`config.mk`:
```
export PLATFORM = sky130hd
export DESIGN_NAME = cc_top
export DESIGN_NICKNAME = d
export VERILOG_FILES = /design/src/cc_sample_pkg.sv /design/src/cc_ctrl_pkg.sv /design/src/cc_top.sv /design/src/frame_fetch.sv /design/src/lag_correlator.sv /design/src/peak_tracker.sv
export SDC_FILE = /design/constraint.sdc
export NUM_CORES = 2
export LEC_CHECK = 0
export BUFFER_PORTS_ARGS = -buffer_cell sky130_fd_sc_hd__buf_2
export CAP_MARGIN = 20
export CORE_MARGIN = 1.5
export CORE_UTILIZATION = 46
export CTS_BUF_LIST = sky130_fd_sc_hd__clkbuf_16
export DETAILED_ROUTE_END_ITERATION = 12
export MAX_ROUTING_LAYER = met4
export SETUP_SLACK_MARGIN = 0.3
export SLEW_MARGIN = 20
export SYNTH_ARGS = -nofsm -noshare
export SYNTH_HDL_FRONTEND = slang
export SYNTH_SLANG_ARGS = --single-unit
```
`constraint.sdc`:
```
create_clock -name clk -period 6.5 [get_ports clk]
set_input_delay 0.65 -clock clk [delete_from_list [all_inputs] [get_ports clk]]
set_output_delay 0.65 -clock clk [all_outputs]
set_load 0.02 [all_outputs]
```
`src/cc_sample_pkg.sv`:
```
// ~~~~~~~~~~~~~~~~~~~~~~~~~~~~~~~~~~~~~~~~
// cc sample formats: complex samples and
// correlation accumulator type
// ~~~~~~~~~~~~~~~~~~~~~~~~~~~~~~~~~~~~~~~~

package cc_sample_pkg;

  localparam int SAMPLE_W = 16;       // width of one real or imag part
  localparam int ACC_W    = 40;       // headroom for 64 summed products

  // ring-buffer word layout, im in the upper half
  typedef struct packed {
    logic signed [SAMPLE_W-1:0] im;   // bits 31:16
    logic signed [SAMPLE_W-1:0] re;   // bits 15:0
  } sample_t;

  // real part of one lag's correlation sum
  typedef logic signed [ACC_W-1:0] acc_t;

endpackage

```
`src/cc_ctrl_pkg.sv`:
```
// ~~~~~~~~~~~~~~~~~~~~~~~~~~~~~~~~~~~~~~~~
// cc control types: FSM states and the
// per-lag result record
// ~~~~~~~~~~~~~~~~~~~~~~~~~~~~~~~~~~~~~~~~

package cc_ctrl_pkg;

  localparam int LAG_W = 8;           // lag index and buffer address width

  typedef enum logic [1:0] {
    FETCH_IDLE  = 2'd0,               // nothing captured yet
    FETCH_REQ   = 2'd1,               // send_frame pulse cycle
    FETCH_FILL  = 2'd2,               // taking ring-buffer samples
    FETCH_READY = 2'd3                // frame held, readable
  } fetch_state_e;

  typedef enum logic [1:0] {
    CORR_IDLE  = 2'd0,                // waiting for both frames
    CORR_MAC   = 2'd1,                // alternate x / y reads
    CORR_DRAIN = 2'd2,                // flush read + product stages
    CORR_EMIT  = 2'd3                 // present one lag result
  } corr_state_e;

  typedef struct packed {
    logic               valid;        // one-cycle strobe
    logic               last;         // final lag of the run
    logic [LAG_W-1:0]   lag;
    cc_sample_pkg::acc_t value;       // real part only
  } lag_result_t;

endpackage

```
`src/cc_top.sv`:
```
// ~~~~~~~~~~~~~~~~~~~~~~~~~~~~~~~~~~~~~~~~
// cc top: two-channel cross-correlation
// with peak lag report
// ~~~~~~~~~~~~~~~~~~~~~~~~~~~~~~~~~~~~~~~~

`timescale 1ns/100ps

module cc_top #(
  parameter int FRAME_LEN = 16            // samples per channel frame
) (
  input  logic                              clk,
  input  logic                              rst_n,
  input  logic                              start_cc,
  input  cc_sample_pkg::sample_t            x_ring_in,
  input  cc_sample_pkg::sample_t            y_ring_in,
  output logic                              x_send_frame,
  output logic                              y_send_frame,
  output logic [cc_ctrl_pkg::LAG_W-1:0]     index,
  output logic                              cc_done,
  output cc_ctrl_pkg::lag_result_t          lag_stream
);

  logic [cc_ctrl_pkg::LAG_W-1:0] rd_addr; // shared by both buffers
  cc_sample_pkg::sample_t        x_rd_data;
  cc_sample_pkg::sample_t        y_rd_data;
  logic                          x_ready;
  logic                          y_ready;
  logic                          corr_busy;
  logic                          fetching; // a fetcher is in req or fill
  logic                          accept;

  // start only while fetchers sit idle/ready and correlator is idle
  assign accept = start_cc && !corr_busy && !fetching;

  always_ff @(posedge clk or negedge rst_n) begin
    if (!rst_n) begin
      fetching <= 1'b0;
    end else if (accept) begin
      fetching <= 1'b1;
    end else if (x_ready && y_ready) begin
      fetching <= 1'b0;                  // both frames captured
    end
  end

  frame_fetch #(
    .FRAME_LEN (FRAME_LEN),
    .PAD_FRONT (1'b1)                    // x: zeros first
  ) x_fetch (
    .clk         (clk),
    .rst_n       (rst_n),
    .start       (accept),
    .ring_in     (x_ring_in),
    .send_frame  (x_send_frame),
    .frame_ready (x_ready),
    .rd_addr     (rd_addr),
    .rd_data     (x_rd_data)
  );

  frame_fetch #(
    .FRAME_LEN (FRAME_LEN),
    .PAD_FRONT (1'b0)                    // y: zeros last
  ) y_fetch (
    .clk         (clk),
    .rst_n       (rst_n),
    .start       (accept),
    .ring_in     (y_ring_in),
    .send_frame  (y_send_frame),
    .frame_ready (y_ready),
    .rd_addr     (rd_addr),
    .rd_data     (y_rd_data)
  );

  lag_correlator #(
    .FRAME_LEN (FRAME_LEN)
  ) correlator (
    .clk     (clk),
    .rst_n   (rst_n),
    .x_ready (x_ready),
    .y_ready (y_ready),
    .rd_addr (rd_addr),
    .x_data  (x_rd_data),
    .y_data  (y_rd_data),
    .result  (lag_stream),               // debug stream, no back-pressure
    .busy    (corr_busy)
  );

  peak_tracker peak (
    .clk    (clk),
    .rst_n  (rst_n),
    .clear  (accept),                    // old peak dropped at new run
    .result (lag_stream),
    .index  (index),
    .done   (cc_done)
  );

endmodule

```
`src/frame_fetch.sv`:
```
// ~~~~~~~~~~~~~~~~~~~~~~~~~~~~~~~~~~~~~~~~
// frame fetch: captures one ring-buffer
// frame into a zero-padded read buffer
// ~~~~~~~~~~~~~~~~~~~~~~~~~~~~~~~~~~~~~~~~

`timescale 1ns/100ps

module frame_fetch #(
  parameter int FRAME_LEN = 16,           // samples per frame
  parameter bit PAD_FRONT = 1'b0          // 1: zeros in lower half
) (
  input  logic                              clk,
  input  logic                              rst_n,
  input  logic                              start,
  input  cc_sample_pkg::sample_t            ring_in,
  output logic                              send_frame,
  output logic                              frame_ready,
  input  logic [cc_ctrl_pkg::LAG_W-1:0]     rd_addr,
  output cc_sample_pkg::sample_t            rd_data
);

  localparam int BUF_LEN = 2 * FRAME_LEN;
  localparam int AW      = $clog2(BUF_LEN);

  // samples land in one half, the other half holds zeros
  localparam logic [AW-1:0] DATA_BASE = PAD_FRONT ? AW'(FRAME_LEN) : '0;
  localparam logic [AW-1:0] PAD_BASE  = PAD_FRONT ? '0 : AW'(FRAME_LEN);
  localparam logic [AW-1:0] LAST_WR   = AW'(FRAME_LEN - 1);

  cc_ctrl_pkg::fetch_state_e state;
  logic [AW-1:0]             wr_cnt;      // offset inside the data half
  logic                      take_start;

  cc_sample_pkg::sample_t mem [BUF_LEN];

  // start only taken when no capture is running
  assign take_start = start &&
                      (state == cc_ctrl_pkg::FETCH_IDLE ||
                       state == cc_ctrl_pkg::FETCH_READY);

  always_ff @(posedge clk or negedge rst_n) begin
    if (!rst_n) begin
      state  <= cc_ctrl_pkg::FETCH_IDLE;
      wr_cnt <= '0;
    end else begin
      case (state)
        cc_ctrl_pkg::FETCH_IDLE,
        cc_ctrl_pkg::FETCH_READY: begin
          if (take_start) state <= cc_ctrl_pkg::FETCH_REQ;
        end
        cc_ctrl_pkg::FETCH_REQ: begin
          wr_cnt <= '0;                   // samples start next cycle
          state  <= cc_ctrl_pkg::FETCH_FILL;
        end
        cc_ctrl_pkg::FETCH_FILL: begin
          wr_cnt <= wr_cnt + 1'b1;
          if (wr_cnt == LAST_WR) state <= cc_ctrl_pkg::FETCH_READY;
        end
        default: state <= cc_ctrl_pkg::FETCH_IDLE;
      endcase
    end
  end

  assign send_frame  = (state == cc_ctrl_pkg::FETCH_REQ);   // one cycle after start
  assign frame_ready = (state == cc_ctrl_pkg::FETCH_READY); // level until next start

  // buffer storage and registered read port
  always_ff @(posedge clk) begin
    if (take_start) begin
      for (int i = 0; i < FRAME_LEN; i++) begin
        mem[PAD_BASE + AW'(i)] <= '0;     // wipe the pad half
      end
    end
    if (state == cc_ctrl_pkg::FETCH_FILL) begin
      mem[DATA_BASE + wr_cnt] <= ring_in; // sampled unconditionally
    end
    rd_data <= mem[rd_addr[AW-1:0]];      // data one cycle after addr
  end

endmodule

```
`src/lag_correlator.sv`:
```
// ~~~~~~~~~~~~~~~~~~~~~~~~~~~~~~~~~~~~~~~~
// lag correlator: per-lag conjugate MAC
// over the padded x and y buffers
// ~~~~~~~~~~~~~~~~~~~~~~~~~~~~~~~~~~~~~~~~

`timescale 1ns/100ps

module lag_correlator #(
  parameter int FRAME_LEN = 16            // lag count is twice this
) (
  input  logic                              clk,
  input  logic                              rst_n,
  input  logic                              x_ready,
  input  logic                              y_ready,
  output logic [cc_ctrl_pkg::LAG_W-1:0]     rd_addr,
  input  cc_sample_pkg::sample_t            x_data,
  input  cc_sample_pkg::sample_t            y_data,
  output cc_ctrl_pkg::lag_result_t          result,
  output logic                              busy
);

  localparam int                        BUF_LEN = 2 * FRAME_LEN;
  localparam logic [cc_ctrl_pkg::LAG_W-1:0] LAST_IDX = cc_ctrl_pkg::LAG_W'(BUF_LEN - 1);
  localparam logic [cc_ctrl_pkg::LAG_W-1:0] BUF_SIZE = cc_ctrl_pkg::LAG_W'(BUF_LEN);
  // x is zero in its lower half, so n only walks the data half
  localparam logic [cc_ctrl_pkg::LAG_W-1:0] FIRST_N  = cc_ctrl_pkg::LAG_W'(FRAME_LEN);

  cc_ctrl_pkg::corr_state_e state;

  logic [cc_ctrl_pkg::LAG_W-1:0] k;       // current lag
  logic [cc_ctrl_pkg::LAG_W-1:0] n;       // x data-half index within lag
  logic [cc_ctrl_pkg::LAG_W-1:0] y_addr;  // (n - k) mod buffer length
  logic                          phase;   // 0: x read, 1: y read
  logic [1:0]                    drain_cnt;
  logic                          both_q;
  logic                          go;
  logic                          y_rd_q;  // y_data valid this cycle
  logic                          prod_vld;

  cc_sample_pkg::sample_t        x_hold;  // x sample waiting for its y
  logic signed [31:0]            prod_re;
  logic signed [31:0]            prod_im;
  cc_sample_pkg::acc_t           acc;

  // start on the rising edge of both frames ready, not on the held level
  assign go   = x_ready && y_ready && !both_q && (state == cc_ctrl_pkg::CORR_IDLE);
  assign busy = (state != cc_ctrl_pkg::CORR_IDLE) || go;

  // circular y index without relying on a power-of-two length
  assign y_addr  = (n >= k) ? (n - k) : (n + BUF_SIZE - k);
  assign rd_addr = phase ? y_addr : n;    // one shared port, alternating

  always_ff @(posedge clk or negedge rst_n) begin
    if (!rst_n) begin
      state     <= cc_ctrl_pkg::CORR_IDLE;
      k         <= '0;
      n         <= '0;
      phase     <= 1'b0;
      drain_cnt <= '0;
      both_q    <= 1'b0;
      y_rd_q    <= 1'b0;
      prod_vld  <= 1'b0;
    end else begin
      both_q   <= x_ready && y_ready;
      y_rd_q   <= (state == cc_ctrl_pkg::CORR_MAC) && phase;
      prod_vld <= y_rd_q;
      case (state)
        cc_ctrl_pkg::CORR_IDLE: begin
          if (go) begin
            k     <= '0;
            n     <= FIRST_N;
            phase <= 1'b0;
            state <= cc_ctrl_pkg::CORR_MAC;
          end
        end
        cc_ctrl_pkg::CORR_MAC: begin
          phase <= ~phase;
          if (phase) begin
            n <= n + 1'b1;
            if (n == LAST_IDX) begin      // last pair issued
              drain_cnt <= '0;
              state     <= cc_ctrl_pkg::CORR_DRAIN;
            end
          end
        end
        cc_ctrl_pkg::CORR_DRAIN: begin
          drain_cnt <= drain_cnt + 1'b1;
          if (drain_cnt == 2'd2) state <= cc_ctrl_pkg::CORR_EMIT;
        end
        cc_ctrl_pkg::CORR_EMIT: begin
          n     <= FIRST_N;
          phase <= 1'b0;
          if (k == LAST_IDX) begin
            state <= cc_ctrl_pkg::CORR_IDLE;
          end else begin
            k     <= k + 1'b1;
            state <= cc_ctrl_pkg::CORR_MAC;
          end
        end
        default: state <= cc_ctrl_pkg::CORR_IDLE;
      endcase
    end
  end

  // data path: x latch, product stage, accumulator
  always_ff @(posedge clk) begin
    if (state == cc_ctrl_pkg::CORR_MAC && phase) begin
      x_hold <= x_data;                   // read from previous x address
    end
    prod_re <= x_hold.re * y_data.re;     // x * conj(y), real part only
    prod_im <= x_hold.im * y_data.im;
    if (state == cc_ctrl_pkg::CORR_IDLE || state == cc_ctrl_pkg::CORR_EMIT) begin
      acc <= '0;                          // fresh sum per lag
    end else if (prod_vld) begin
      acc <= acc + cc_sample_pkg::acc_t'(prod_re) + cc_sample_pkg::acc_t'(prod_im);
    end
  end

  // acc is final and stable through the emit cycle
  always_comb begin
    result.valid = (state == cc_ctrl_pkg::CORR_EMIT);
    result.last  = (state == cc_ctrl_pkg::CORR_EMIT) && (k == LAST_IDX);
    result.lag   = k;
    result.value = acc;
  end

endmodule

```
`src/peak_tracker.sv`:
```
// ~~~~~~~~~~~~~~~~~~~~~~~~~~~~~~~~~~~~~~~~
// peak tracker: running argmax of lags
// ~~~~~~~~~~~~~~~~~~~~~~~~~~~~~~~~~~~~~~~~

`timescale 1ns/100ps

module peak_tracker (
  input  logic                              clk,
  input  logic                              rst_n,
  input  logic                              clear,
  input  cc_ctrl_pkg::lag_result_t          result,
  output logic [cc_ctrl_pkg::LAG_W-1:0]     index,
  output logic                              done
);

  cc_sample_pkg::acc_t best_val;
  logic                have_best;         // first valid result seen
  logic                take;

  // strictly greater, so ties stay at the lower lag
  assign take = result.valid && (!have_best || (result.value > best_val));

  always_ff @(posedge clk or negedge rst_n) begin
    if (!rst_n) begin
      best_val  <= '0;
      have_best <= 1'b0;
      index     <= '0;
      done      <= 1'b0;
    end else begin
      done <= result.valid && result.last; // index settles on the same edge
      if (clear) begin
        best_val  <= '0;
        have_best <= 1'b0;
        index     <= '0;
      end else if (take) begin
        best_val  <= result.value;
        have_best <= 1'b1;
        index     <= result.lag;
      end
    end
  end

endmodule

```
# --- Word level (Yosys, flattened, before mapping) ---
# Memories as Yosys holds them, arrays and structs flattened. A register that Yosys moved wholly into a read port is not among the register bits.
# Cells that the tools add are included.
totals:
  input_bits: 67
  elab_cells: 154
  regBits: 225
  mem_bits_rw: 2048
  mem_count: 2
memory_table:
  columns: ["memory", "words", "width", "read_ports", "rd_ports_with_merged_regs", "wr", "line_no", "rtl"]
  rows:
  - ["x_fetch.mem", 32, 32, 1, 1, 16, "frame_fetch.sv:34", "cc_sample_pkg::sample_t mem [BUF_LEN];"]
  - ["y_fetch.mem", 32, 32, 1, 1, 16, "frame_fetch.sv:34", null]
classes:
  n_eq_ne: 23
  mul: 2
  bitwise: 1
  n_addsub: 11
  muxes: 49
  magnitude_cmp: 2
  n_reduce_logical: 42
op_table:
  columns: ["operator", "n"]
  rows:
  - ["$add 40x32->40", 2]
  - ["$mux 40", 2]
  - ["$mul 16x16->32", 2]
  - ["$mux 32", 2]
  - ["$reduce_or 32->1", 2]
  - ["$mux 8", 6]
  - ["$gt 40x40->1", 1]
  - ["$pmux 8 s3", 1]
  - ["$mux 2", 10]
  - ["$mux 5", 4]
  - ["$pmux 5 s2", 2]
  - ["$add 8x1->8 const B", 2]
  - ["$eq 8x5->1 const B", 2]
  - ["$mux 1", 16]
  - ["$pmux 8 s2", 1]
  - ["$add 5x1->5 const B", 3]
  - ["$eq 2x2->1 const B", 7]
  - ["$ne 2x1->1 const B", 7]
  - ["$reduce_bool 2->1", 7]
  - ["$pmux 2 s3", 2]
  - ["$logic_and 1x1->1", 11]
  - ["$eq 5x4->1 const B", 2]
  - ["$sub 5x5->5", 2]
  - ["$reduce_and 3->1", 3]
  - ["other kinds (16)", 31]

# --- Logic depth before layout (Yosys ltp) ---
depth:
  word_depth: 12
  depth_mapped: 24
  depth_no_buf: 23

# --- Hierarchy ---
# Synthesis repeated with hierarchy kept, for this count alone.
unflattened:
  cells_unflattened: 9113
  area_unflattened_um2: 120521.8
modules_own_cells:
  columns: ["module", "instances", "cells_per_inst", "area_per_inst_um2", "seq_area_each_um2"]
  rows:
  - ["frame_fetch at y_fetch", 1, 2922, 44577.8, 31565.3]
  - ["frame_fetch at x_fetch", 1, 2924, 44566.5, 31565.3]
  - ["lag_correlator", 1, 2905, 27851.7, 3643.5]
  - ["peak_tracker", 1, 358, 3477.1, 1251.2]
  - ["cc_top", 1, 4, 48.8, 25.0]

# --- Least setup slack after synthesis ---
# Ideal clock, no wire load.
synth_timing:
  path_kind: "reg2reg"
  from: "register correlator.x_hold[15] (netlist bit)"
  to: "register correlator.prod_re[30]"
  path_stages_with_launch: 20
  path_slack_ns: 0.538
  setup_time_ns: 0.072
  path_buffers: 1
  arrival_ns: 5.890
  period_less_slack_ns: 5.962
  required_time_ns: 6.428
  cell_sequence: "edfxtp_1 -> clkbuf_1 -> nand2_1 -> inv_1 -> fa_1 -> fa_1 -> inv_1 -> fa_1 -> fa_1 -> fa_1 -> fa_1 -> inv_1 -> ha_1 -> nor2b_1 -> o21ai_0 -> o211ai_1 -> o41ai_1 -> o2111ai_1 -> a21oi_1 -> xnor2_1"
synth_between:
  elab_chain_len: 1
synth_lines:
  columns: ["element", "line_no", "rtl"]
  rows:
  - ["from (decl)", "lag_correlator.sv:40", "cc_sample_pkg::sample_t x_hold;"]
  - ["from (signal assigned)", "lag_correlator.sv:108", "x_hold <= x_data;"]
  - ["$mul 16x16->32", "lag_correlator.sv:110", "prod_re <= x_hold.re * y_data.re;"]
  - ["to (signal assigned)", "lag_correlator.sv:110", null]
  - ["to (decl)", "lag_correlator.sv:41", "logic signed [31:0] prod_re;"]
# Every way passes these cells.
# A chain may end at the register's enable or synchronous reset.

# --- Final worst setup path ---
layout_timing:
  from: "register correlator.x_hold[27] (netlist bit)"
  to: "register correlator.prod_im[30]"
layout_between:
  elab_chain_len: 1
layout_lines:
  columns: ["element", "line_no", "rtl"]
  rows:
  - ["$mul 16x16->32", "lag_correlator.sv:111", "prod_im <= x_hold.im * y_data.im;"]
  - ["to (signal assigned)", "lag_correlator.sv:111", null]
  - ["to (decl)", "lag_correlator.sv:42", "logic signed [31:0] prod_im;"]
# Every way passes these cells.

==> flow_summary.ini <==
[grt]
grt_start_max_net_pins = 104
groute.usage.overall_pct = 24.2
grt_pass1_wl_mm = 450
gr_ovfl_total = 0
first_global_vias = 67900
antenna_found_initial = 27

[routing]
detailed_route_drc_error_count = 0
route.vias.total = 65800
drt_first_iter_violations = 5970
wl_per_cell_um = 25.7
vias_per_cell = 5.57
final_antenna_net_count = 0
firstDrtPassIters = 6
total_routed_wirelength_mm = 304

[die]
num_io_pins = 128
die_height_um = 510
core_region_area_um2 = 256000
core.rowCount = 186
initial_core_utilization_pct = 46.2
chipWidth_um = 510
die_area_um2 = 260000

[status]
outcome = finished clean

[yosys]
async_flop_share_pct = 3.81
synth_top_flop_cell = sky130_fd_sc_hd__edfxtp_1
mappedNetlistArea_um2 = 118000
distinct_cells_synth = 76
synth_area_per_cell_um2 = 14.8
postSynthRegisterBits = 2337
seq_area_frac_synth_pct = 57.5
synth_enable_flop_cells = 2080
ys_warn_count = 0
synth_cells = 8018
syn-num-nets = 8922

[placed_design]
portBuffers = 127
dp_worst_setup_slack_ns = -0.0112
place.gp.congestion = 0.858
place_hpwl_mm = 188

[hold_path]
hold_start = x_ring_in[16]
hp-class = in2reg
timing.hold.worst_endpoint = x_fetch.mem[26][16]
hold-path-cell-count = 1

[sta]
rsz0062_at_grt = yes
maxSlewHeadroom_pct = 22.3
fin_skew_ns = 0.145
hold_viol_final = 0
maxClockFrequency_mhz = 167
finalSetupTns_ns = 0
max_slew.worst_pin.slew_ns = 1.15
final_min_period_over_clock_period_pct = 91.9
fin_worst_hold_slack_ns = 0.238
setup_viol = 0
timing.final.ws_setup_ns = 0.525
layout_min_cycle_time_ns = 5.98
maxSlewViolCount = 0

[finish]
final_net_count = 9101
layout_commonest_cell = sky130_fd_sc_hd__edfxtp_1
syn_to_final_growth_pct = 12.1
drive_gt1_share_pct = 18.4
num-fill-cells = 21200
final-seq-area_um2 = 68100
combined_area_of_the_multi_input_logic_cells_um2 = 46800
most-common-layout-cells = sky130_fd_sc_hd__edfxtp_1 (2,080), sky130_fd_sc_hd__and2_1 (1,270), sky130_fd_sc_hd__inv_1 (739)
final_core_utilization_pct = 51.7

[power]
total_leakage_power_uw = 0.0466
total_power_uw = 30300
vdd_ir_max_v = 0.000259
power_density_nw_per_um2 = 228

[setup_path]
r2r-start = correlator.x_hold[27]
arr_time_crit_path_ns = 6.74
reg2reg_to = correlator.prod_im[30]
regToRegSetupSlack_ns = 0.52
end_kind = register
worst_r2r_path_depth = 21
category_of_the_critical_setup_timing_path = reg2reg
cp.required_ns = 7.27
start_kind = register
crit_path_max_fanout = 8

[cts]
clock_latency_ns = 0.94
cts_num_sinks = 2337
worst_setup_hold_path_clk_slew_ns = 0.06
cts_buffers = 239
cts_max_level = 4
cts_tree = yes
root_buffer = sky130_fd_sc_hd__clkbuf_16
maximum_buffer_depth_of_the_clock_tree = 3

[flow_run]
maxCapViolCount = 0
worst max path at each step:
stage                                from                     end  slack [ns]  cells after the start
floorplan           correlator.x_hold[15]  correlator.prod_re[30]        0.54                     19
global placement       y_fetch.rd_data[5]  correlator.prod_re[30]        0.14                     19
detailed placement     y_fetch.rd_data[5]  correlator.prod_re[30]       -0.01                     18
CTS                 correlator.x_hold[10]  correlator.prod_re[29]        0.31                     21
global route          y_fetch.rd_data[23]  correlator.prod_im[31]        0.27                     22
finish              correlator.x_hold[27]  correlator.prod_im[30]        0.52                     21
routing by layer:
metal | GRT usage (%) | part of all wire (%)
met2 | 38.3 | 48
met1 | 33.4 | 44
met3 | 3.46 | 6.4
met5 | - | 0
met4 | 5.39 | 2.1
stage by stage:
stage / cells / area, um2
CTS: 11800 / 132000
finish: 11800 / 133000
detailed placement: 11300 / 124000
floorplan: 8018 / 118000
global placement: 11300 / 124000
global route: 11800 / 133000
flip-flops by register name (all words and copies together), names as in the netlist, 2 cells and up:
name	cells
peak.index	8
correlator.x_hold	32
correlator.n	8
correlator.prod_re	32
peak.best_val	40
x_fetch.wr_cnt	5
correlator.state	2
correlator.acc	40
y_fetch.state	2
y_fetch.mem	1024
y_fetch.rd_data	32
correlator.prod_im	32
x_fetch.rd_data	32
correlator.drain_cnt	2
x_fetch.state	2
correlator.k	8
x_fetch.mem	1024
y_fetch.wr_cnt	5
timing repair:
action / 4_1_cts / 5_1_grt
buffers inserted: 17 / 34
setup endpoints to repair: 9 / 14
endpoints found under the hold margin: 36 / 0
hold buffers: 1 / 0
pin swaps: 1 / 7
gates resized for setup: 9 / 45
cells in the mapped netlist (5+ instances only):
cell type / count / area share, %
sky130_fd_sc_hd__nand3_1: 84 / 0.36
sky130_fd_sc_hd__o22ai_1: 5 / 0.026
sky130_fd_sc_hd__nand2_1: 521 / 1.7
sky130_fd_sc_hd__o211ai_1: 76 / 0.48
sky130_fd_sc_hd__nand3b_1: 9 / 0.057
sky130_fd_sc_hd__a21o_1: 45 / 0.29
sky130_fd_sc_hd__inv_1: 681 / 2.2
sky130_fd_sc_hd__nor3_1: 18 / 0.076
sky130_fd_sc_hd__mux2i_1: 154 / 1.3
sky130_fd_sc_hd__dfrtp_1: 89 / 1.9
sky130_fd_sc_hd__o21bai_1: 11 / 0.070
sky130_fd_sc_hd__mux4_2: 512 / 9.7
sky130_fd_sc_hd__o21ai_1: 10 / 0.042
sky130_fd_sc_hd__nor2b_1: 39 / 0.21
sky130_fd_sc_hd__mux2_2: 130 / 1.2
sky130_fd_sc_hd__xnor2_1: 85 / 0.63
sky130_fd_sc_hd__and2_1: 1273 / 6.7
sky130_fd_sc_hd__and3_1: 12 / 0.063
sky130_fd_sc_hd__edfxtp_1: 2080 / 53
sky130_fd_sc_hd__fa_1: 565 / 9.6
sky130_fd_sc_hd__clkbuf_1: 349 / 1.1
sky130_fd_sc_hd__nand2b_1: 28 / 0.15
sky130_fd_sc_hd__o21ai_0: 277 / 1.2
sky130_fd_sc_hd__a211oi_1: 14 / 0.089
sky130_fd_sc_hd__o31ai_1: 17 / 0.11
sky130_fd_sc_hd__dfxtp_1: 168 / 2.8
sky130_fd_sc_hd__buf_2: 65 / 0.27
sky130_fd_sc_hd__o21a_1: 20 / 0.13
sky130_fd_sc_hd__buf_1: 37 / 0.12
sky130_fd_sc_hd__a31oi_1: 9 / 0.048
sky130_fd_sc_hd__ha_1: 272 / 2.9
sky130_fd_sc_hd__nor2_1: 147 / 0.47
sky130_fd_sc_hd__o211a_1: 7 / 0.059
sky130_fd_sc_hd__xor2_1: 27 / 0.20
sky130_fd_sc_hd__a21oi_1: 81 / 0.34
sky130_fd_sc_hd__nand4_1: 24 / 0.13
cell families (layout without fill, tap and decap cells):
logic type,Yosys count,in the layout,share of synthesized area (%)
muxes,796,796,12.3
other,0,19,0
DFF,2337,2337,57.5
adders and majority gates,837,837,12.4
buffers and inverters,1138,1526,3.71
and+or+nand+nor,2177,2177,10.0
AOI/OAI and AO/OA,621,621,3.25
xor gates and xnor gates,112,112,0.829
worst max-delay path, stage by stage, from the launching register on:
cell                       delay (ns)
sky130_fd_sc_hd__edfxtp_1        0.50
sky130_fd_sc_hd__buf_4           0.19
sky130_fd_sc_hd__buf_4           0.15
sky130_fd_sc_hd__nand2_1         0.08
sky130_fd_sc_hd__fa_1            0.50
sky130_fd_sc_hd__inv_1           0.05
sky130_fd_sc_hd__fa_1            0.48
sky130_fd_sc_hd__fa_1            0.65
sky130_fd_sc_hd__fa_1            0.47
sky130_fd_sc_hd__fa_1            0.50
sky130_fd_sc_hd__inv_1           0.05
sky130_fd_sc_hd__fa_1            0.48
sky130_fd_sc_hd__inv_1           0.04
sky130_fd_sc_hd__ha_1            0.38
sky130_fd_sc_hd__nand2_1         0.08
sky130_fd_sc_hd__nor3b_1         0.23
sky130_fd_sc_hd__a21o_1          0.23
sky130_fd_sc_hd__a221o_1         0.18
sky130_fd_sc_hd__and2_4          0.16
sky130_fd_sc_hd__o21bai_2        0.07
sky130_fd_sc_hd__a311o_1         0.33
sky130_fd_sc_hd__xnor2_1         0.12
power breakdown:
part | switching, uW | internal [uW] | leakage [uW]
Combinational | 210 | 23.9 | 0.0234
Sequential | 1.22 | 16200 | 0.0190
Clock | 5960 | 7860 | 0.00410
Total | 6170 | 24100 | 0.0466
layout make-up:
type / count / area share, %
Clock buffer: 241 / 4.55
Inverter: 681 / 1.93
Antenna cell: 19 / 0.0358
Timing Repair Buffer: 395 / 2.22
Tap cell: 3384 / 3.19
Sequential cell: 2337 / 51.3
Clock inverter: 209 / 1.49
Multi-Input combinational cell: 4543 / 35.3
No activity file was read; power rests on OpenSTA's default activity.
